==> config.mk <==
export PLATFORM = sky130hd
export DESIGN_NAME = fetch_unit
export DESIGN_NICKNAME = d
export VERILOG_FILES = /design/src/source/icache_pkg.sv /design/src/source/fetch_unit.sv
export VERILOG_INCLUDE_DIRS = /design/src /design/src/include
export SDC_FILE = /design/constraint.sdc
export NUM_CORES = 1
export LEC_CHECK = 0
export ABC_AREA = 0
export BUFFER_PORTS_ARGS = -buffer_cell sky130_fd_sc_hd__buf_2
export CELL_PAD_IN_SITES_DETAIL_PLACEMENT = 0
export CELL_PAD_IN_SITES_GLOBAL_PLACEMENT = 1
export CORE_MARGIN = 3
export CORE_UTILIZATION = 44
export CTS_CLUSTER_SIZE = 8
export DETAILED_ROUTE_END_ITERATION = 7
export PLACE_DENSITY_LB_ADDON = 0.1
export RECOVER_POWER = 50
export REMOVE_ABC_BUFFERS = 1
export SETUP_SLACK_MARGIN = 0.02
export SLEW_MARGIN = 15
export SYNTH_ARGS = -nofsm -noshare
export SYNTH_HDL_FRONTEND = slang
export SYNTH_SLANG_ARGS = --single-unit
==> constraint.sdc <==
create_clock -name clk -period 5.15 [get_ports clk]
set_input_delay 0.2575 -clock clk [delete_from_list [all_inputs] [get_ports clk]]
set_output_delay 0.2575 -clock clk [all_outputs]
set_load 0.03 [all_outputs]
==> src/include/icache_config.svh <==
`ifndef ICACHE_CONFIG_SVH
`define ICACHE_CONFIG_SVH

// cache geometry in bytes.
`define ICACHE_SIZE 512
`define ICACHE_LINE_SIZE 16

// word address, so byte address bits [1:0] are not carried.
`define ICACHE_ADDR_BITS 30

// entries in the fetch queue toward the consumer.
`define ICACHE_QUEUE_DEPTH 4

`define ICACHE_LINES (`ICACHE_SIZE / `ICACHE_LINE_SIZE)
`define ICACHE_LINE_WORDS (`ICACHE_LINE_SIZE / 4)
`define ICACHE_OFFSET_BITS $clog2(`ICACHE_LINE_WORDS)
`define ICACHE_INDEX_BITS $clog2(`ICACHE_LINES)

`endif
==> src/source/icache_pkg.sv <==
package icache_pkg;

	// cache controller state. sweep comes first so reset lands on it.
	typedef enum logic [1:0] {
		st_sweep,
		st_idle,
		st_compare,
		st_fill
	} cache_state_t;

	// operation presented to the cache on a cycle.
	typedef enum logic [1:0] {
		cmd_none,
		cmd_read,
		cmd_inval
	} fetch_cmd_t;

endpackage

==> src/source/fetch_unit.sv <==
`timescale 1ns/1ps
`include "icache_config.svh"

module fetch_unit (
	input logic clk,
	input logic rst,
	input logic redirect,
	input logic [`ICACHE_ADDR_BITS-1:0] redirect_addr,
	input logic inval,
	input logic [`ICACHE_INDEX_BITS-1:0] inval_index,
	input logic [$clog2(`ICACHE_QUEUE_DEPTH + 1)-1:0] queue_count,
	output icache_pkg::fetch_cmd_t c_cmd,
	output logic [`ICACHE_ADDR_BITS-1:0] c_addr,
	output logic [`ICACHE_INDEX_BITS-1:0] c_index,
	input logic c_ready,
	input logic c_ack
);

	import icache_pkg::*;

	logic [`ICACHE_ADDR_BITS-1:0] next_addr;
	logic [`ICACHE_ADDR_BITS-1:0] redir_addr_q;
	logic [`ICACHE_INDEX_BITS-1:0] inval_index_q;
	logic streaming;
	logic outstanding;
	logic redir_pending;
	logic inval_pending;
	logic credit_ok;

	// words queued plus the one in flight must leave room for one more.
	assign credit_ok = (int'(queue_count) + int'(outstanding)) < `ICACHE_QUEUE_DEPTH;

	// next_addr only moves on c_ack, so c_addr names the word being returned.
	assign c_addr = next_addr;
	assign c_index = inval_index_q;

	always_comb begin
		c_cmd = cmd_none;
		if (inval_pending)
			c_cmd = cmd_inval;
		else if (streaming && !outstanding && !redir_pending && credit_ok)
			c_cmd = cmd_read;
	end

	always_ff @(posedge clk) begin
		if (rst) begin
			streaming <= 1'b0;
			outstanding <= 1'b0;
			redir_pending <= 1'b0;
			inval_pending <= 1'b0;
		end else begin
			if (c_cmd == cmd_read && c_ready)
				outstanding <= 1'b1;
			else if (c_ack) begin
				outstanding <= 1'b0;
				next_addr <= next_addr + 1'b1;
			end

			if (redir_pending && !outstanding) begin
				next_addr <= redir_addr_q;
				streaming <= 1'b1;
				redir_pending <= 1'b0;
			end
			if (redirect) begin // a later redirect replaces one still pending.
				redir_pending <= 1'b1;
				redir_addr_q <= redirect_addr;
			end

			if (c_cmd == cmd_inval && c_ready)
				inval_pending <= 1'b0;
			if (inval) begin
				inval_pending <= 1'b1;
				inval_index_q <= inval_index;
			end
		end
	end

endmodule

; After elaboration in Yosys (flattened, before gate mapping)
; Cells that the tools add are included.
[word_totals]
latch_bits = 0
rom_bits = 0
wordCells = 40
mem_count = 0
out_inout_bits = 37
ram_bits = 0
ff_bits = 69
input_bits = 44
[op_classes]
multipliers = 0
n_bitwise = 1
n_shift = 0
muxes = 11
n_reduce_logical = 15
div_mod_pow = 0
n_eq_ne = 3
magnitude_cmp = 1
addsub = 2
[op_table]
columns = cell, n
row1 = 30-bit 2-to-1 mux, 3
row2 = 30-bit by 1-bit adder with 30-bit output (second input constant), 1
row3 = 2-bit nonzero test, 4
row4 = 1-bit 2-to-1 mux, 7
row5 = 1-bit logical AND, 6
row6 = 3-bit by 1-bit adder with 4-bit output, 1
row7 = 4-bit by 3-bit < comparator with 1-bit output (second input constant), 1
row8 = 2-bit AND reduction, 2
row9 = 3-bit AND reduction, 1
row10 = 2-bit by 1-bit equality test with 1-bit output (second input constant), 1
row11 = 2-bit equality test (second input constant), 1
row12 = 1-bit logical NOT, 2
row13 = 2-bit 2-to-1 mux, 1
row14 = 2-bit by 1-bit inequality test with 1-bit output (second input constant), 1
row15 = 1-bit NOT, 1

; Logic depth before layout (Yosys ltp)
; Gate-level depths: netlist (run 1).
[logic_depth]
depth_word = 10
mapped_depth = 7
mapped_depth_nobuf = 5

; Least setup slack after synthesis (run 1)
; No wires, ideal clock.
[synth_timing]
path_type = register to register
startpoint = reg redir_pending
endpoint = reg next_addr[0] (netlist: c_addr[0]), enable pin
stages_incl_launch_ff = 5
required_time_ps = 4733
path_buffers = 1
arrival_ps = 2085
synth_period_minus_slack_ps = 2502
setup_time_ps = 417
slack_ps = 2648
cell_sequence = dfxtp_1 nor2b_1 clkbuf_1 a21oi_1 nor2_1
[synth_via]
elab_chain_cells = 9
elab_cells_between_ends = 11
classes_between = 2 x eq/ne / 2 x mux / 7 x reduce/logical
[synth_lines]
columns = element, line
row1 = "start, declared", fetch_unit.sv:26  ; logic redir_pending;
row2 = "start signal, assigned", fetch_unit.sv:49  ; redir_pending <= 1'b0;
row3 = "start signal, assigned", fetch_unit.sv:62  ; redir_pending <= 1'b0;
row4 = "start signal, assigned", fetch_unit.sv:65  ; redir_pending <= 1'b1;
row5 = 1-bit logical NOT, fetch_unit.sv:41  ; else if (streaming && !outstanding && !redir_pending && credit_ok)
row6 = 1-bit logical AND (2 in a row), fetch_unit.sv:41
row7 = 1-bit 2-to-1 mux, fetch_unit.sv:41
row8 = 2-bit 2-to-1 mux, fetch_unit.sv:39  ; if (inval_pending)
row9 = 2-bit by 1-bit equality test with 1-bit output, fetch_unit.sv:52  ; if (c_cmd == cmd_read && c_ready)
row10 = 1-bit logical AND, fetch_unit.sv:52
row11 = 2-bit by 1-bit inequality test with 1-bit output (no line), --
row12 = 3-bit AND reduction (no line) *, --
row13 = "end signal, assigned", fetch_unit.sv:56  ; next_addr <= next_addr + 1'b1;
row14 = "end signal, assigned", fetch_unit.sv:60  ; next_addr <= redir_addr_q;
row15 = "end, declared", fetch_unit.sv:21  ; logic [`ICACHE_ADDR_BITS-1:0] next_addr;
; Mark *: on every way between the ends. The rest lies on a longest branch, timed or not.
; A chain may end at the register's enable or synchronous reset.

; Worst setup path after layout (run 1)
[layout_timing]
startpoint = reg next_addr[0] (netlist: c_addr[0])
endpoint = reg next_addr[18] (netlist: c_addr[18]) (data pin)
[layout_via]
elab_chain_cells = 4
[layout_lines]
columns = element, line
row1 = 30-bit by 1-bit adder with 30-bit output, fetch_unit.sv:56
row2 = 30-bit 2-to-1 mux, fetch_unit.sv:54  ; else if (c_ack) begin
row3 = 30-bit 2-to-1 mux, fetch_unit.sv:52
row4 = 30-bit 2-to-1 mux, fetch_unit.sv:59  ; if (redir_pending && !outstanding) begin
; No other way between the ends. The select of a mux whose other input is x is not followed.

==> impl_metrics.ini, run 1 <==
[placed_design]
port_buffers = 78
pre_cts_slack_ns = 2.87
dpl-instance-area_um2 = 3550
place.gp.congestion = 0.703
dp_hpwl_um = 4050
dpl.cell_count = 410

[cts]
post_cts_buffers = 0
worstSkewPairLatency_ns = 0.35
tritoncts = built
cts_hold_buf = 0
clockBufferDepth = 2
ctsResizeCount = 0
clk_pin_slew_ns = 0.09
cts_sinks = 69
root_buffer = clkbuf_8
cts-buffers-inserted = 9
htree_levels = 3

[critical_path]
reg2reg_to = c_addr[18]$_DFFE_PP_
endpoint_kind = flop
cp.required_ns = 5.34
critical_path_class = flop to flop
rr_worst_depth = 5
max_stage_delay_ns = 0.53
r2r_slack_ns = 2.84
cp_top_family = simple AND/OR/NAND/NOR gates
critPathSlowestCell = or4_1
cp_max_fo = 15
crit_path_start_kind = flop
cp.arrival_ns = 2.49
critPathBufInv = 0
crit_chain = ha_1 > nand3_1 > or2_2 > or4_1 > a31oi_1
r2r_start = c_addr[0]$_DFFE_PP_

[layout]
nNetsFinal = 373
antenna_cells = 0
final_util = 0.572
fin_cells = 426
fin_area_um2 = 3760
drive_gt1_frac = 0.273
syn_to_final_growth_pct = 22.0

[global_route]
antenna_found_initial = 0
grt_pass1_vias = 2133
overflow = 0
track_usage = 0.162
grt_pass1_wl_um = 10300
grt_max_degree = 32

[min_path]
worstHoldStart = redirect_addr[7]
min_to = redir_addr_q[7]$_DFFE_PP_
hold_depth = 1
hp-class = input pin to flop

[routing]
drt_iter0_drc = 76
wl_um = 6220
ant_nets = 0
post_drt_via_cell_ratio = 5.19
via_count = 2211
dr.pass1.iters = 4
drc_errors = 0
wire_per_inst_um = 14.6

[sta]
fmax_mhz = 434
slew_headroom = -0.178
min_period_ns = 2.31
fin_tns_setup_ns = 0
slew_viol_final = 31
final-setup-viol-count = 0
finalCritPeriodShare = 0.448
hold_viol = 0
rsz0062_at_grt = false
tightest_slew_ns = 1.77
fin_ws_ns = 2.84
skew_ns = 0.0116

[synthesis]
ys_types = 32
syn_avg_cell_area_um2 = 12.3
synth_area_um2 = 3080
synth_edf_count = 65
async_reset_ff_frac = 0
synthCells = 250
synth-seq-cells = 69
seq_area_frac_synth = 0.659
synthFlopType = edfxtp_1
yosysWarningCount = 0

[pwr]
max-vdd-ir-drop_mv = 0.210
swShare = 0.258
p_int_mw = 0.985
powerDensity_nw_per_um2 = 353
power.sequential.fraction = 0.519
power_frac_comb = 0.101
p_clk_frac = 0.380
power.net_switching_mw = 0.342
p_leak_nw = 1.31

[floorplanning]
die_w_um = 89.7
fp.dieH_um = 89.7
ios = 81
die-area_um2 = 8050
core_area_um2 = 6570
initial_core_util = 0.469
rows = 29

[outcome]
status = complete, but fails checks
violations = capacitance limit, slew limit

[job]
cap_violations = 1
-- metrics by stage --
step | power, mW | hold slack, ns
floorplan | 0.784 | 0.327
global route | 1.38 | 0.0506
detailed placement | 0.838 | 0.436
finish | 1.33 | 0.0772
CTS | 1.34 | 0.0618
global placement | 0.835 | 0.434
-- sequential cells by signal (all words and copies together) (netlist names) --
signal and cells:
c_index 5, redir_addr_q 30, c_addr 30, streaming 1
outstanding 1, redir_pending 1, inval_pending 1
-- worst reg2reg max path, stage by stage, from the launching register on --
cell and delay, ns:
edfxtp_1 0.46, ha_1 0.21, nand3_1 0.24, or2_2 0.51, or4_1 0.54, a31oi_1 0.19
-- cell families after synthesis --
kind of cell | count (synthesis) | share of synthesized area
multiplexers | 1 | 0.00365
adder cells (fa/ha/maj) | 1 | 0.00406
XOR/XNOR | 14 | 0.0398
AND/OR/NAND/NOR | 100 | 0.175
flip-flops | 69 | 0.659
AO/OA/AOI/OAI | 46 | 0.0909
buffers and inverters | 19 | 0.0272
-- area by class of cell --
| type | instances | area [um^2] |
|---|---|---|
| Inverter | 5 | 18.8 |
| Clock buffer | 9 | 124 |
| Timing Repair Buffer | 81 | 390 |
| Tap cell | 93 | 116 |
| Multi-Input combinational cell | 162 | 975 |
| Fill cell | 563 | 2810 |
| Clock inverter | 7 | 104 |
| Sequential cell | 69 | 2030 |
-- power groups by stage --
| stage | logic (mW) | clock network (mW) | registers [mW] |
|---|---|---|---|
| finish | 0.135 | 0.504 | 0.688 |
| global route | 0.149 | 0.538 | 0.694 |
| CTS | 0.139 | 0.513 | 0.688 |
| detailed placement | 0.138 | 0 | 0.700 |
| global placement | 0.137 | 0 | 0.699 |
| floorplan | 0.0508 | 0 | 0.733 |
-- worst max path at each step --
stage | start | to | slack (ns) | cells after the start
2_1_floorplan | redir_pending$_SDFFE_PP0P_ | c_addr[0]$_DFFE_PP_ | 2.11 | 3
3_3_place_gp | c_addr[0]$_DFFE_PP_ | c_addr[16]$_DFFE_PP_ | 2.89 | 5
3_5_place_dp | c_addr[0]$_DFFE_PP_ | c_addr[16]$_DFFE_PP_ | 2.87 | 5
4_1_cts | c_addr[0]$_DFFE_PP_ | c_addr[16]$_DFFE_PP_ | 2.83 | 5
5_1_grt | c_addr[0]$_DFFE_PP_ | c_addr[18]$_DFFE_PP_ | 2.67 | 5
6_report | c_addr[0]$_DFFE_PP_ | c_addr[18]$_DFFE_PP_ | 2.84 | 5
-- synthesized netlist by cell type (all sizes together) (2+ instances only) --
cell	n	area, um^2
xnor2	10	87.6
nor3	3	15.0
nand2	24	90.1
o31ai	13	97.6
nand4	7	50.1
nand2b	4	25.0
buf	3	23.8
edfxtp	65	1950
or2	3	18.8
nor4	4	25.0
clkbuf	11	41.3
xor2	4	35.0
or4	14	109
a21oi	5	25.0
nor2	22	82.6
dfxtp	4	80.1
o21ai	14	70.1
and4	2	17.5
a31oi	14	87.6
or3	3	18.8
nand3	9	57.6
nor2b	3	18.8
inv	5	18.8
-- cell usage in the layout, fill, tap and decap left out, types with 2 or more instances in the layout --
cell type,synthesis,final
nor3_1,3,3
clkbuf_8,0,9
nand4_1,6,6
or2_2,3,3
nand2_1,24,24
inv_6,0,3
or3_1,3,3
a31oi_1,14,14
bufinv_16,0,2
nand2b_1,4,4
buf_4,1,2
clkinv_4,0,2
or4_1,13,13
inv_1,5,5
o21ai_0,14,14
nand3_1,8,8
edfxtp_1,65,65
xor2_1,4,4
xnor2_1,10,10
and4_1,2,2
dfxtp_1,4,4
nor4_1,4,4
clkbuf_1,11,16
buf_2,1,63
nor2_1,22,21
nor2b_2,0,2
a21oi_1,5,5
o31ai_1,13,13
-- routing by layer --
metal  vias up  routed length (um)  GRT usage
li1       1112                   -          -
met1      1031                2820      0.199
met2        59                2940      0.264
met3         9                 383     0.0601
met4         0                  87     0.0536
met5         -                   0          0
(Power assumes the default switching activity.)
==> inputs of run 2 (changes only) <==
--- a/config.mk
+++ b/config.mk
@@ -11,7 +11,7 @@
 export CELL_PAD_IN_SITES_DETAIL_PLACEMENT = 0
 export CELL_PAD_IN_SITES_GLOBAL_PLACEMENT = 1
 export CORE_MARGIN = 3
-export CORE_UTILIZATION = 44
+export CORE_UTILIZATION = 41
 export CTS_CLUSTER_SIZE = 8
 export DETAILED_ROUTE_END_ITERATION = 7
 export PLACE_DENSITY_LB_ADDON = 0.1
==> constraint.sdc (replaced) <==
create_clock -name clk -period 2.13 [get_ports clk]
set_input_delay 0.1065 -clock clk [delete_from_list [all_inputs] [get_ports clk]]
set_output_delay 0.1065 -clock clk [all_outputs]
set_load 0.03 [all_outputs]
==> run 2 against run 1 <==
The flow now finishes without violations. Worst hold slack worse by 0.062 ns. Combinational power grew to 3.1 times the previous value. Final area is 12% higher. Final cell count is 14% higher.
==> impl_metrics.ini, run 2 (synthesis gave the netlist of run 1 again) <==
[sta]
final-setup-viol-count = 0
slew_headroom = 0.300
skew_ns = 0.00963
finalCritPeriodShare = 0.952
slew_viol_final = 0
fmax_mhz = 493
fin_tns_setup_ns = 0
tightest_slew_ns = 1.05
hold_ws_ns = 0.0155
rsz0062_at_grt = true
min_period_ns = 2.03
hold_viol = 0

[pwr]
powerDensity_nw_per_um2 = 716
p_leak_nw = 1.48
total_power_mw = 3.02
max-vdd-ir-drop_mv = 0.472

[min_path]
hold_depth = 2
worstHoldStart = rst
min_to = streaming$_SDFFE_PP0P_
hp-class = input pin to flop

[cts]
cts-buffers-inserted = 9
cts_sinks = 69
tritoncts = built
clockBufferDepth = 2
worstSkewPairLatency_ns = 0.34
clk_pin_slew_ns = 0.08
htree_levels = 3
root_buffer = clkbuf_8

[layout]
nFillCells = 624
final_cell_mix = edfxtp_1 (65), buf_2 (45), dlygate4sd3_1 (37)
final_util = 0.598
fin_area_um2 = 4220
final_common_cell = edfxtp_1
syn_to_final_growth_pct = 36.8
nNetsFinal = 431
drive_gt1_frac = 0.233
multi_input_area_um2 = 983
register_area_um2 = 2030
antenna_cells = 0

[job]
cap_violations = 0

[floorplanning]
ios = 81
initial_core_util = 0.437
die-area_um2 = 8600
core_area_um2 = 7060
fp.dieH_um = 92.7
rows = 30
die_w_um = 92.7

[critical_path]
endpoint_kind = flop
r2r_slack_ns = 0.10
crit_chain = nand2_1 > or4_4 > or4_1 > a31oi_1
cp_max_fo = 11
cp.required_ns = 2.32
critical_path_class = flop to flop
crit_path_start_kind = flop
critPathSlowestCell = or4_4
cp.arrival_ns = 2.21
reg2reg_to = c_addr[21]$_DFFE_PP_
max_stage_delay_ns = 0.63
r2r_start = c_addr[17]$_DFFE_PP_
rr_worst_depth = 4

[global_route]
overflow = 0
grt_pass1_wl_um = 11100
track_usage = 0.168
grt_max_degree = 31
grt_pass1_vias = 2358
antenna_found_initial = 0

[routing]
drc_errors = 0
wl_um = 6830
post_drt_via_cell_ratio = 5.00
via_count = 2433
drt_iter0_drc = 106
wire_per_inst_um = 14.0
ant_nets = 0
dr.pass1.iters = 4

[placed_design]
dp_hpwl_um = 4460
dpl-instance-area_um2 = 3710
place.gp.congestion = 0.779
port_buffers = 78

[outcome]
status = completed
[run 2: cell type report]
class,count,share of cell area
Sequential cell,69,0.482
Multi-Input combinational cell,163,0.233
Timing Repair Buffer,138,0.211
Clock buffer,9,0.0294
Tap cell,96,0.0285
Clock inverter,7,0.0119
Inverter,5,0.00445
[run 2: power breakdown]
part / internal, mW / switching, mW / leakage, nW / total (mW)
registers: 1.60 / 0.0516 / 0.645 / 1.65
clock network: 0.426 / 0.526 / 0.0837 / 0.952
logic: 0.173 / 0.248 / 0.747 / 0.422
total: 2.19 / 0.826 / 1.48 / 3.02
[run 2: through the flow]
step / setup slack [ns] / std cells
after global placement: 0.141 / 433
after global routing: 0.00839 / 487
after detailed placement: 0.0846 / 433
after CTS: 0.0594 / 486
final: 0.103 / 487
after floorplan: -0.908 / 236
[run 2: routing by layer]
metal	share of wire	global-route usage	vias to the layer above	wire [um]
met4	0.0082	0.0537	0	56
met3	0.065	0.0642	5	442
met5	0	0	-	0
met2	0.45	0.257	78	3100
li1	-	-	1234	-
met1	0.47	0.220	1116	3240
[run 2: worst max-delay path by stage]
stage                               start              endpoint  cells after the start
2_1_floorplan  redir_pending$_SDFFE_PP0P_   c_addr[0]$_DFFE_PP_                      3
3_3_place_gp          c_addr[1]$_DFFE_PP_  c_addr[16]$_DFFE_PP_                      5
3_5_place_dp         c_addr[11]$_DFFE_PP_  c_addr[25]$_DFFE_PP_                      4
4_1_cts               c_addr[1]$_DFFE_PP_  c_addr[22]$_DFFE_PP_                      5
5_1_grt              c_addr[17]$_DFFE_PP_  c_addr[21]$_DFFE_PP_                      4
6_report             c_addr[17]$_DFFE_PP_  c_addr[21]$_DFFE_PP_                      4
[run 2: critical path, delay by kind of cell (launching register included)]
kind | cells | cell delay, ns
DFF | 1 | 0.43
and+or+nand+nor | 3 | 1.27
AOI/OAI and AO/OA | 1 | 0.18
[run 2: timing repair]
action,in CTS,in global routing
gates resized for setup,0,2
hold buffers,37,0
setup endpoints to repair,0,8
setup buffers,0,0
hold endpoints to repair,37,0
