--- config.mk ---
export PLATFORM = sky130hd
export DESIGN_NAME = fetch_queue
export DESIGN_NICKNAME = d
export VERILOG_FILES = /design/src/source/fetch_queue.sv
export VERILOG_INCLUDE_DIRS = /design/src /design/src/include
export SDC_FILE = /design/constraint.sdc
export NUM_CORES = 1
export LEC_CHECK = 0
export BUFFER_PORTS_ARGS = -buffer_cell sky130_fd_sc_hd__buf_2
export CELL_PAD_IN_SITES_DETAIL_PLACEMENT = 1
export CELL_PAD_IN_SITES_GLOBAL_PLACEMENT = 1
export CORE_AREA = 2 2 250 129
export DETAILED_ROUTE_END_ITERATION = 10
export DIE_AREA = 0 0 252 131
export MAX_ROUTING_LAYER = met4
export PLACE_DENSITY = 0.79
export SLEW_MARGIN = 20
export SYNTH_ARGS = -nofsm -noshare
export SYNTH_HDL_FRONTEND = slang
export SYNTH_SLANG_ARGS = --single-unit
--- constraint.sdc ---
create_clock -name clk -period 3.3 [get_ports clk]
set_clock_uncertainty 0.1 [all_clocks]
set_input_delay 0.33 -clock clk [delete_from_list [all_inputs] [get_ports clk]]
set_output_delay 0.33 -clock clk [all_outputs]
set_load 0.1 [all_outputs]
--- src/include/icache_config.svh ---
`ifndef ICACHE_CONFIG_SVH
`define ICACHE_CONFIG_SVH

// cache geometry in bytes.
`define ICACHE_SIZE 512
`define ICACHE_LINE_SIZE 16

// word address, so byte address bits [1:0] are not carried.
`define ICACHE_ADDR_BITS 30

// entries in the fetch queue toward the consumer.
`define ICACHE_QUEUE_DEPTH 4

`define ICACHE_LINES (`ICACHE_SIZE / `ICACHE_LINE_SIZE)
`define ICACHE_LINE_WORDS (`ICACHE_LINE_SIZE / 4)
`define ICACHE_OFFSET_BITS $clog2(`ICACHE_LINE_WORDS)
`define ICACHE_INDEX_BITS $clog2(`ICACHE_LINES)

`endif
--- src/source/fetch_queue.sv ---
`timescale 1ns/1ps
`include "icache_config.svh"

module fetch_queue (
	input logic clk,
	input logic rst,
	input logic push,
	input logic [`ICACHE_ADDR_BITS-1:0] push_addr,
	input logic [31:0] push_data,
	input logic push_error,
	output logic [$clog2(`ICACHE_QUEUE_DEPTH + 1)-1:0] count,
	output logic out_valid,
	output logic [`ICACHE_ADDR_BITS-1:0] out_addr,
	output logic [31:0] out_data,
	output logic out_error,
	input logic out_ready
);

	localparam int depth = `ICACHE_QUEUE_DEPTH;
	localparam int ptr_bits = (depth > 1) ? $clog2(depth) : 1;
	localparam int count_bits = $clog2(depth + 1);

	logic [`ICACHE_ADDR_BITS-1:0] addr_mem [depth];
	logic [31:0] data_mem [depth];
	logic error_mem [depth];
	logic [ptr_bits-1:0] wr_ptr, rd_ptr, rd_ptr_next;
	logic [count_bits-1:0] count_next;
	logic pop;

	function automatic logic [ptr_bits-1:0] inc_ptr(input logic [ptr_bits-1:0] p);
		return (p == ptr_bits'(depth - 1)) ? '0 : p + 1'b1;
	endfunction

	assign pop = out_valid && out_ready;
	assign rd_ptr_next = pop ? inc_ptr(rd_ptr) : rd_ptr;
	assign count_next = count + count_bits'(push) - count_bits'(pop);

	// count includes the word shown at the head.
	always_ff @(posedge clk) begin
		if (rst) begin
			wr_ptr <= '0;
			rd_ptr <= '0;
			count <= '0;
			out_valid <= 1'b0;
		end else begin
			if (push)
				wr_ptr <= inc_ptr(wr_ptr);
			rd_ptr <= rd_ptr_next;
			count <= count_next;
			out_valid <= count_next != '0;
		end
	end

	// head registers mirror the entry at rd_ptr.
	always_ff @(posedge clk) begin
		if (push) begin
			addr_mem[wr_ptr] <= push_addr;
			data_mem[wr_ptr] <= push_data;
			error_mem[wr_ptr] <= push_error;
		end
		if (push && count == count_bits'(pop)) begin
			out_addr <= push_addr; // queue empties, new word goes straight to the head.
			out_data <= push_data;
			out_error <= push_error;
		end else begin
			out_addr <= addr_mem[rd_ptr_next];
			out_data <= data_mem[rd_ptr_next];
			out_error <= error_mem[rd_ptr_next];
		end
	end

endmodule

-- After elaboration in Yosys (flattened, before gate mapping)
Memories as Yosys holds them, arrays and structs flattened.
Index checks and enable logic that the tools add are counted.
- bits in registers: 71
- RAM bits: 252
- bits of input ports: 67
- output and inout port bits: 67
- logic and storage cells: 28
- memories: 3
- memory list (name ; depth ; bits a word ; read ports ; clocked after memory_dff ; write ports ; line ; text):
    data_mem ; 4 ; 32 ; 1 ; 0 ; 1 ; fetch_queue.sv:24 ; logic [31:0] data_mem [depth];
    addr_mem ; 4 ; 30 ; 1 ; 0 ; 1 ; fetch_queue.sv:23 ; logic [`ICACHE_ADDR_BITS-1:0] addr_mem [depth];
    error_mem ; 4 ; 1 ; 1 ; 0 ; 1 ; fetch_queue.sv:25 ; logic error_mem [depth];
- $add $sub $neg: 4
- eq/ne operators: 3
- mux-type cells: 8
- reduce and logical (&&, ||, !) cells: 3
- operators by type and width (operator ; number):
    2-to-1 mux 32 bit ; 1
    2-to-1 mux 30 bit ; 1
    2-to-1 mux 2 bit ; 3
    adder 2 x 1 -> 2 bit, second input constant ; 2
    == test 2 bit, second input constant ; 2
    adder 3 x 1 -> 3 bit ; 1
    == test 3 x 1 -> 1 bit ; 1
    2-to-1 mux 1 bit ; 3
    nonzero test 3 bit ; 1
    subtractor 3 x 1 -> 3 bit ; 1
    logical AND 1 bit ; 2

-- Longest topological paths before layout
Gate-level depths: netlist of run 1.
An unclocked memory read counts as a cell.
- depth in word-level cells: 5
- depth in mapped cells: 11

-- Worst setup path after synthesis of run 1
No wires, ideal clock.
- path type: register -> register
- from: register out_valid
- to: register out_data[0]
- setup time: 123 ps
- arrival time: 2934 ps
- required time: 3077 ps
- setup slack: 143 ps
- stages on the path, launching flop included: 12
- period minus slack after synthesis: 3157 ps
- cells stage by stage: dfxtp_1 -> and2_1 -> buf_6 -> buf_2 -> buf_2 -> ha_1 -> and4bb_2 -> a21o_1 -> buf_4 -> clkbuf_1 -> a211oi_1 -> nor3_2
- longest elaborated chain between the ends: 4
- elaborated cells on any way between the ends: 6
- classes of those cells: eq/ne (1); mux (2); reduce/logical (2); memory (1)
- RTL lines (what ; line ; text):
    start: declaration ; fetch_queue.sv:12 ; output logic out_valid,
    start signal: assignment ; fetch_queue.sv:44 ; out_valid <= 1'b0;
    start signal: assignment ; fetch_queue.sv:50 ; out_valid <= count_next != '0;
    logical AND 1 bit (*) ; fetch_queue.sv:34 ; assign pop = out_valid && out_ready;
    2-to-1 mux 2 bit / == test 3 x 1 -> 1 bit (equally long branches) ; fetch_queue.sv:35, fetch_queue.sv:61 ;
    memory read (4 x 32 bit) / logical AND 1 bit (equally long branches) ; - ;
    2-to-1 mux 32 bit (*) ; fetch_queue.sv:61 ; if (push && count == count_bits'(pop)) begin
    end signal: assignment ; fetch_queue.sv:63 ; out_data <= push_data;
    end signal: assignment ; fetch_queue.sv:67 ; out_data <= data_mem[rd_ptr_next];
    end: declaration ; fetch_queue.sv:14 ; output logic [31:0] out_data,
Every way passes the cells marked *; elsewhere a longest branch is shown, timed or not.
A chain may end at the register's enable or synchronous reset.

-- Worst setup path in the final report of run 1
- from: register rd_ptr[0]
- to: register out_addr[7]
- longest elaborated chain between the ends: 5
- elaborated cells on any way between the ends: 6
- classes of those cells: add/sub (1); eq/ne (1); mux (3); memory (1)
- RTL lines (what ; line ; text):
    start: declaration ; fetch_queue.sv:26 ; logic [ptr_bits-1:0] wr_ptr, rd_ptr, rd_ptr_next;
    start signal: assignment ; fetch_queue.sv:48 ; rd_ptr <= rd_ptr_next;
    adder 2 x 1 -> 2 bit / == test 2 bit (equally long branches) ; fetch_queue.sv:31 ; return (p == ptr_bits'(depth - 1)) ? '0 : p + 1'b1;
    2-to-1 mux 2 bit ; fetch_queue.sv:31 ;
    2-to-1 mux 2 bit (*) ; fetch_queue.sv:35 ; assign rd_ptr_next = pop ? inc_ptr(rd_ptr) : rd_ptr;
    memory read (4 x 30 bit) (*) ; - ;
    2-to-1 mux 30 bit (*) ; fetch_queue.sv:61 ;
    end signal: assignment ; fetch_queue.sv:62 ; out_addr <= push_addr;
    end signal: assignment ; fetch_queue.sv:66 ; out_addr <= addr_mem[rd_ptr_next];
    end: declaration ; fetch_queue.sv:13 ; output logic [`ICACHE_ADDR_BITS-1:0] out_addr,
Marks and branches as above.

==> impl_metrics.csv, run 1 <==
group,metric,value,unit
yosys,netlist.top_cell.by_area,"edfxtp_1",
yosys,synth_area,14920,um^2
sta,hold_violations,0,
pwr,power.leakage,0.006684,uW
placement,port-buffer-count,133,
critical_path,path_max_fanout,53,
global_routing,grt_first_pass_wirelength,61.07,mm
yosys,ys_warn_count,0,
yosys,netlist_top_cells_area,"edfxtp_1 51%, dfxtp_1 9.5%, a221oi_1 7.2%, mux2_2 6.9%, a211oi_1 6.2%",
worst_hold_path,hp-start,"push",
yosys,synth-edff-count,252,
yosys,synthesis.nets,1290,
critical_path,timing.critical_path.to,"out_addr[7]$_DFF_P_",
yosys,ys_async_sr_fraction,0,%
placement,gp_congestion,0.7219,
cts,clock_latency,0.59,ns
floorplanning,dieArea,33010,um^2
yosys,synth.most_common_cell,"edfxtp_1",
critical_path,r2r_end,"out_addr[7]$_DFF_P_",
yosys,synth.top_cell.area_share,50.72,%
critical_path,r2r_slack,0.48,ns
critical_path,reg2reg_from,"rd_ptr[0]$_SDFF_PP0_",
sta,fmax,0.3549,GHz
cts,cts_num_sinks,323,
route,avgRoutedWirePerCell,21.96,um
cts,cts.repair.resized,0,
finish,area_growth,17.93,%
route,drc_errors,0,
global_routing,grt-ovfl-total,0,
sta,timing.slew.headroom,18.96,%
finish,nNetsFinal,1438,
global_routing,grtUsageMet2,40.24,%
global_routing,grt_max_degree,250,
cts,clk_path_buf_depth,3,
cts,clkTransAtPathRegs,0.07,ns
finish,drive_gt1_share,24.44,%
finish,stdcell_area,17590,um^2
job,cap_violations,0,
placement,hpwl,22.49,mm
route,drtPass1Iterations,5,
critical_path,reg2regPathDepth,6,
placement,dpl-instance-area,15900,um^2
global_routing,grt_pass1_vias,10900,
route,routed-via-count,10470,
yosys,ys_ff_latch,323,
sta,min_period,2.817,ns
worst_hold_path,hold_class,"in -> reg",
critical_path,critPathCaptureType,"register",
cts,cts_setup_buffers,0,
floorplanning,core,30960,um^2
global_routing,met1_usage,32.77,%
route,final_antenna_net_count,0,
floorplanning,fp.dieH,131,um
pwr,total_power,15650,uW
floorplanning,die_x,252,um
cts,cts-root-buf,"clkbuf_16",
sta,setup_violations,0,
route,drt-initial-drc-count,554,
route,drt-total-wl,39.44,mm
cts,htreeDepth,1,
yosys,synthCells,1215,
sta,slew_viol_final,0,
sta,tns,0,ns
global_routing,grtUsageTotal,24.54,%
critical_path,worstPathRequired,3.66,ns
floorplanning,io-pin-count,134,
cts,cts_tree,"built",
floorplanning,placementRows,46,
cts,cts_buffers,30,
critical_path,start_kind,"register",
run_status,status,"completed",
global_routing,antenna_found_initial,2,
route,routed_via_density,5.831,
global_routing,gr-usage-met3,3.150,%
floorplanning,start_util,48.18,%
yosys,synth_seq_area_share,60.25,%
yosys,synth.avg_cell_area,12.28,um^2
global_routing,grt_busiest_layer,"met2",
sta,worst_pin_slew,1.216,ns
critical_path,crit_start,"rd_ptr[0]$_SDFF_PP0_",
yosys,yosys-top-cells-count,"252 x edfxtp_1, 189 x nor2_1, 128 x inv_1",
pwr,power_density,889.5,nW/um^2
sta,fin_crit_sh,85.38,%
critical_path,crit_type,"reg -> reg",
yosys,ys.flop_type,"edfxtp_1",
yosys,synth.distinct_cells,34,
sta,rsz0062_at_grt,"no",
pwr,vdd_drop_max,0.7616,mV
critical_path,crit_arrival,3.18,ns
[state kept, by name, summed over array words and instances, names as in the netlist, 2 cells and up]
signal     count
data_mem     128
addr_mem     120
out_data      32
out_addr      30
error_mem      4
count          3
rd_ptr         2
wr_ptr         2
[repair_timing]
action | CTS | global route
setup endpoints to repair | 0 | 0
endpoints found under the hold margin | 295 | 0
hold buffers | 64 | 0
[metrics by stage]
stage,instances,utilization (%),hold slack (ns),worst slack (ns)
2_1_floorplan,1215,-,0.2991,0.1426
3_5_place_dp,1674,51.35,0.4668,0.5805
6_report,1796,56.82,0.08818,0.4826
5_1_grt,1796,56.82,0.09491,0.3659
4_1_cts,1794,56.72,0.06846,0.5469
3_3_place_gp,1674,51.35,0.4562,0.8111
[power by group]
group	switching [uW]	total [uW]	internal (uW)	leakage, uW
combinational	5180	6760	1570	0.00328
sequential	264	5250	4980	0.00291
clock	1580	3650	2070	0.000495
[cells in the final DEF (no fill, tap or decap), types with 30 or more instances in the layout]
cell type,synthesis,layout
clkbuf_16,0,30
inv_1,128,128
dlygate4sd3_1,0,64
mux2_2,91,91
dfxtp_1,71,70
buf_2,18,133
edfxtp_1,252,252
a221oi_1,122,122
nor2_1,189,189
nor3_1,45,45
a211oi_1,124,124
[final cells by class]
cell class,count,area [um^2]
Sequential cell,323,8992
Antenna cell,1,2.502
Fill cell,3151,13370
Timing Repair Buffer,221,1632
Multi-Input combinational cell,659,4952
Clock buffer,33,762.0
Clock inverter,23,262.8
Inverter,128,480.5
Tap cell,408,510.5
[cell families (layout without fill, tap and decap cells)]
family / Yosys count / in the layout / synth area share [%]
adder cells (fa/ha/maj): 8 / 8 / 0.7212
AND/OR/NAND/NOR: 266 / 266 / 8.093
flip-flops: 323 / 323 / 60.25
other: 0 / 1 / 0
XOR/XNOR: 2 / 2 / 0.1174
buffers and inverters: 233 / 405 / 6.927
AO/OA/AOI/OAI: 254 / 254 / 13.80
multiplexers: 129 / 129 / 10.09
[worst min-delay path by stage]
stage	to	slack, ns	depth (start not counted)
6_report	wr_ptr[0]$_SDFFE_PP0P_	0.09	3
5_1_grt	wr_ptr[1]$_SDFFE_PP0P_	0.09	3
4_1_cts	wr_ptr[0]$_SDFFE_PP0P_	0.07	3
3_5_place_dp	data_mem[0][9]$_DFFE_PP_	0.47	1
3_3_place_gp	wr_ptr[1]$_SDFFE_PP0P_	0.46	2
2_1_floorplan	out_valid$_SDFF_PP0_	0.30	1
[critical path: stages, from the launching register on]
cell      delay (ns)
dfxtp_4         0.37
ha_4            0.17
nand3b_1        0.73
buf_12          0.47
a221oi_1        0.35
a211oi_1        0.10
nor3_1          0.36
[per-layer routing]
layer | share of wire (%) | up-vias | wire, um
met5 | 0 | - | 0
met4 | 2.0 | 0 | 799
met3 | 4.0 | 58 | 1587
met2 | 48 | 222 | 18930
met1 | 46 | 5339 | 18130
li1 | - | 4854 | -
No activity file was read; power rests on OpenSTA's default activity.
==> run 2: changes to the inputs <==
--- a/config.mk
+++ b/config.mk
@@ -13,7 +13,7 @@
 export DETAILED_ROUTE_END_ITERATION = 10
 export DIE_AREA = 0 0 252 131
 export MAX_ROUTING_LAYER = met4
-export PLACE_DENSITY = 0.79
+export PLACE_DENSITY_LB_ADDON = 0.1
 export SLEW_MARGIN = 20
 export SYNTH_ARGS = -nofsm -noshare
 export SYNTH_HDL_FRONTEND = slang
==> run 2 against run 1 <==
Compared with the run above: non-clock buffer count decreased by 4; global-route usage decreased by 0.26 points; first-iteration DRC count increased by 9.7%; register-to-register slack improved by 0.36 ns; critical endpoint is now out_data[23]$_DFF_P_; largest cell class unchanged.
==> impl_metrics.csv, run 2 (synthesized netlist as in run 1, its figures left out) <==
group,metric,value,unit
cts,cts_setup_buffers,0,
route,drc_errors,0,
finish,drive_gt1_share,24.19,%
global_routing,grt_max_degree,249,
sta,timing.slew.headroom,34.30,%
job,cap_violations,0,
critical_path,crit_arrival,2.81,ns
run_status,status,"completed",
finish,nNetsFinal,1435,
critical_path,path_max_fanout,163,
sta,fmax,0.4075,GHz
sta,worst_pin_slew,0.9855,ns
finish,largest_registers,"data_mem: 128 flops, addr_mem: 120 flops, out_data: 32 flops",
placement,dp_slack,0.7926,ns
cts,cts_num_sinks,323,
cts,clock_latency,0.57,ns
sta,tns,0,ns
critical_path,critPathSlowestCell,"buf_12",
floorplanning,io-pin-count,134,
finish,final_common_cell,"edfxtp_1",
pwr,p_sw,7000,uW
critical_path,crit_type,"reg -> reg",
pwr,pwr-share-comb,42.8,%
sta,slew_viol_final,0,
pwr,power.leakage,0.006689,uW
pwr,vdd_drop_max,0.6474,mV
sta,fin_crit_sh,74.36,%
finish,largest_reg_flops,128,
finish,final_cells,1795,
route,routed_via_density,5.847,
pwr,p_int,8719,uW
placement,port-buffer-count,133,
critical_path,cp_top_family,"buffers and inverters",
route,routed-via-count,10500,
sta,hold_violations,0,
global_routing,grtUsageTotal,24.28,%
critical_path,start_kind,"register",
floorplanning,dieArea,33010,um^2
route,drt-total-wl,39.32,mm
route,final_antenna_net_count,0,
sta,rsz0062_at_grt,"no",
finish,final_cell_mix,"252 x edfxtp_1, 189 x nor2_1, 133 x buf_2",
pwr,clock_power_share,23.9,%
sta,min_period,2.454,ns
critical_path,critPathBufInv,1,
finish,stdcell_area,17620,um^2
floorplanning,die_x,252,um
global_routing,grt_first_pass_wirelength,60.66,mm
route,drtPass1Iterations,7,
floorplanning,start_util,48.18,%
placement,dpl-instance-area,15880,um^2
pwr,p_sw_share,44.53,%
sta,setup_violations,0,
cts,cts_hold_buf,64,
global_routing,antenna_found_initial,3,
placement,hpwl,21.41,mm
floorplanning,core,30960,um^2
pwr,seqPwrFrac,33.2,%
finish,largest-register,"data_mem",
cts,cts-root-buf,"clkbuf_16",
cts,htreeDepth,1,
critical_path,critPathCaptureType,"register",
global_routing,grt-ovfl-total,0,
finish,area_growth,18.08,%
route,drt-initial-drc-count,608,
placement,placed_cells,1670,
pwr,power_density,892.2,nW/um^2
placement,gp_congestion,0.7278,
sta,finalWorstSetupSlack,0.8460,ns
cts,clkTransAtPathRegs,0.07,ns
critical_path,critPathMaxStageDelay,0.49,ns
critical_path,worstPathCellList,"and2_4 > buf_12 > mux2_1 > a211oi_1 > nor3_1",
sta,fin_hold_ws,0.09996,ns
cts,cts.repair.resized,0,
cts,cts_buffers,31,
cts,cts_tree,"built",
worst_hold_path,hold_class,"in -> reg",
route,avgRoutedWirePerCell,21.90,um
floorplanning,fp.dieH,131,um
cts,clk_path_buf_depth,3,
global_routing,grt_pass1_vias,10770,
floorplanning,placementRows,46,
critical_path,worstPathRequired,3.66,ns
run 2: layout make-up:
| cell class | instances | area [um^2] |
|---|---|---|
| Sequential cell | 323 | 8992 |
| Tap cell | 408 | 510.5 |
| Timing Repair Buffer | 217 | 1614 |
| Fill cell | 3131 | 13350 |
| Clock inverter | 26 | 282.8 |
| Antenna cell | 2 | 5.005 |
| Inverter | 128 | 480.5 |
| Clock buffer | 32 | 779.5 |
| Multi-Input combinational cell | 659 | 4952 |
run 2: final timing paths:
| check | from | end | slack (ns) | cells past startpoint |
|---|---|---|---|---|
| worst max register to register | out_valid$_SDFF_PP0_ | out_data[23]$_DFF_P_ | 0.85 | 5 |
| worst min-delay path | push | wr_ptr[1]$_SDFFE_PP0P_ | 0.1 | 3 |
| worst min register to register | addr_mem[3][28]$_DFFE_PP_ | out_addr[28]$_DFF_P_ | 0.48 | 2 |
| worst max-delay path | out_valid$_SDFF_PP0_ | out_data[23]$_DFF_P_ | 0.85 | 5 |
run 2: worst reg2reg max path: stages, from the launching register on:
cell and delay [ns]:
dfxtp_1 0.47, and2_4 0.22, buf_12 0.49, mux2_1 0.68
a211oi_1 0.30, nor3_1 0.08
run 2: through the flow:
step | total power (uW) | util (%)
after floorplan | 10700 | -
after global placement | 11870 | 51.29
after detailed placement | 11960 | 51.29
after CTS | 15800 | 56.79
after global routing | 16360 | 56.89
final | 15720 | 56.89
run 2: power groups by stage:
| stage | Clock (uW) | Combinational [uW] | Sequential, uW |
|---|---|---|---|
| after floorplan | 0 | 2370 | 8330 |
| after global routing | 4000 | 7100 | 5270 |
| after CTS | 3830 | 6740 | 5230 |
| after detailed placement | 0 | 6660 | 5310 |
| after global placement | 0 | 6560 | 5300 |
| final | 3760 | 6730 | 5220 |
run 2: per-layer routing:
metal | vias to the layer above | wire length [um] | GRT usage, % | part of all wire [%]
met5 | - | 0 | - | 0
met4 | 0 | 603 | 4.873 | 1.5
met3 | 50 | 1463 | 3.487 | 3.7
met2 | 199 | 18350 | 38.63 | 47
met1 | 5399 | 18900 | 33.60 | 48
li1 | 4848 | - | - | -
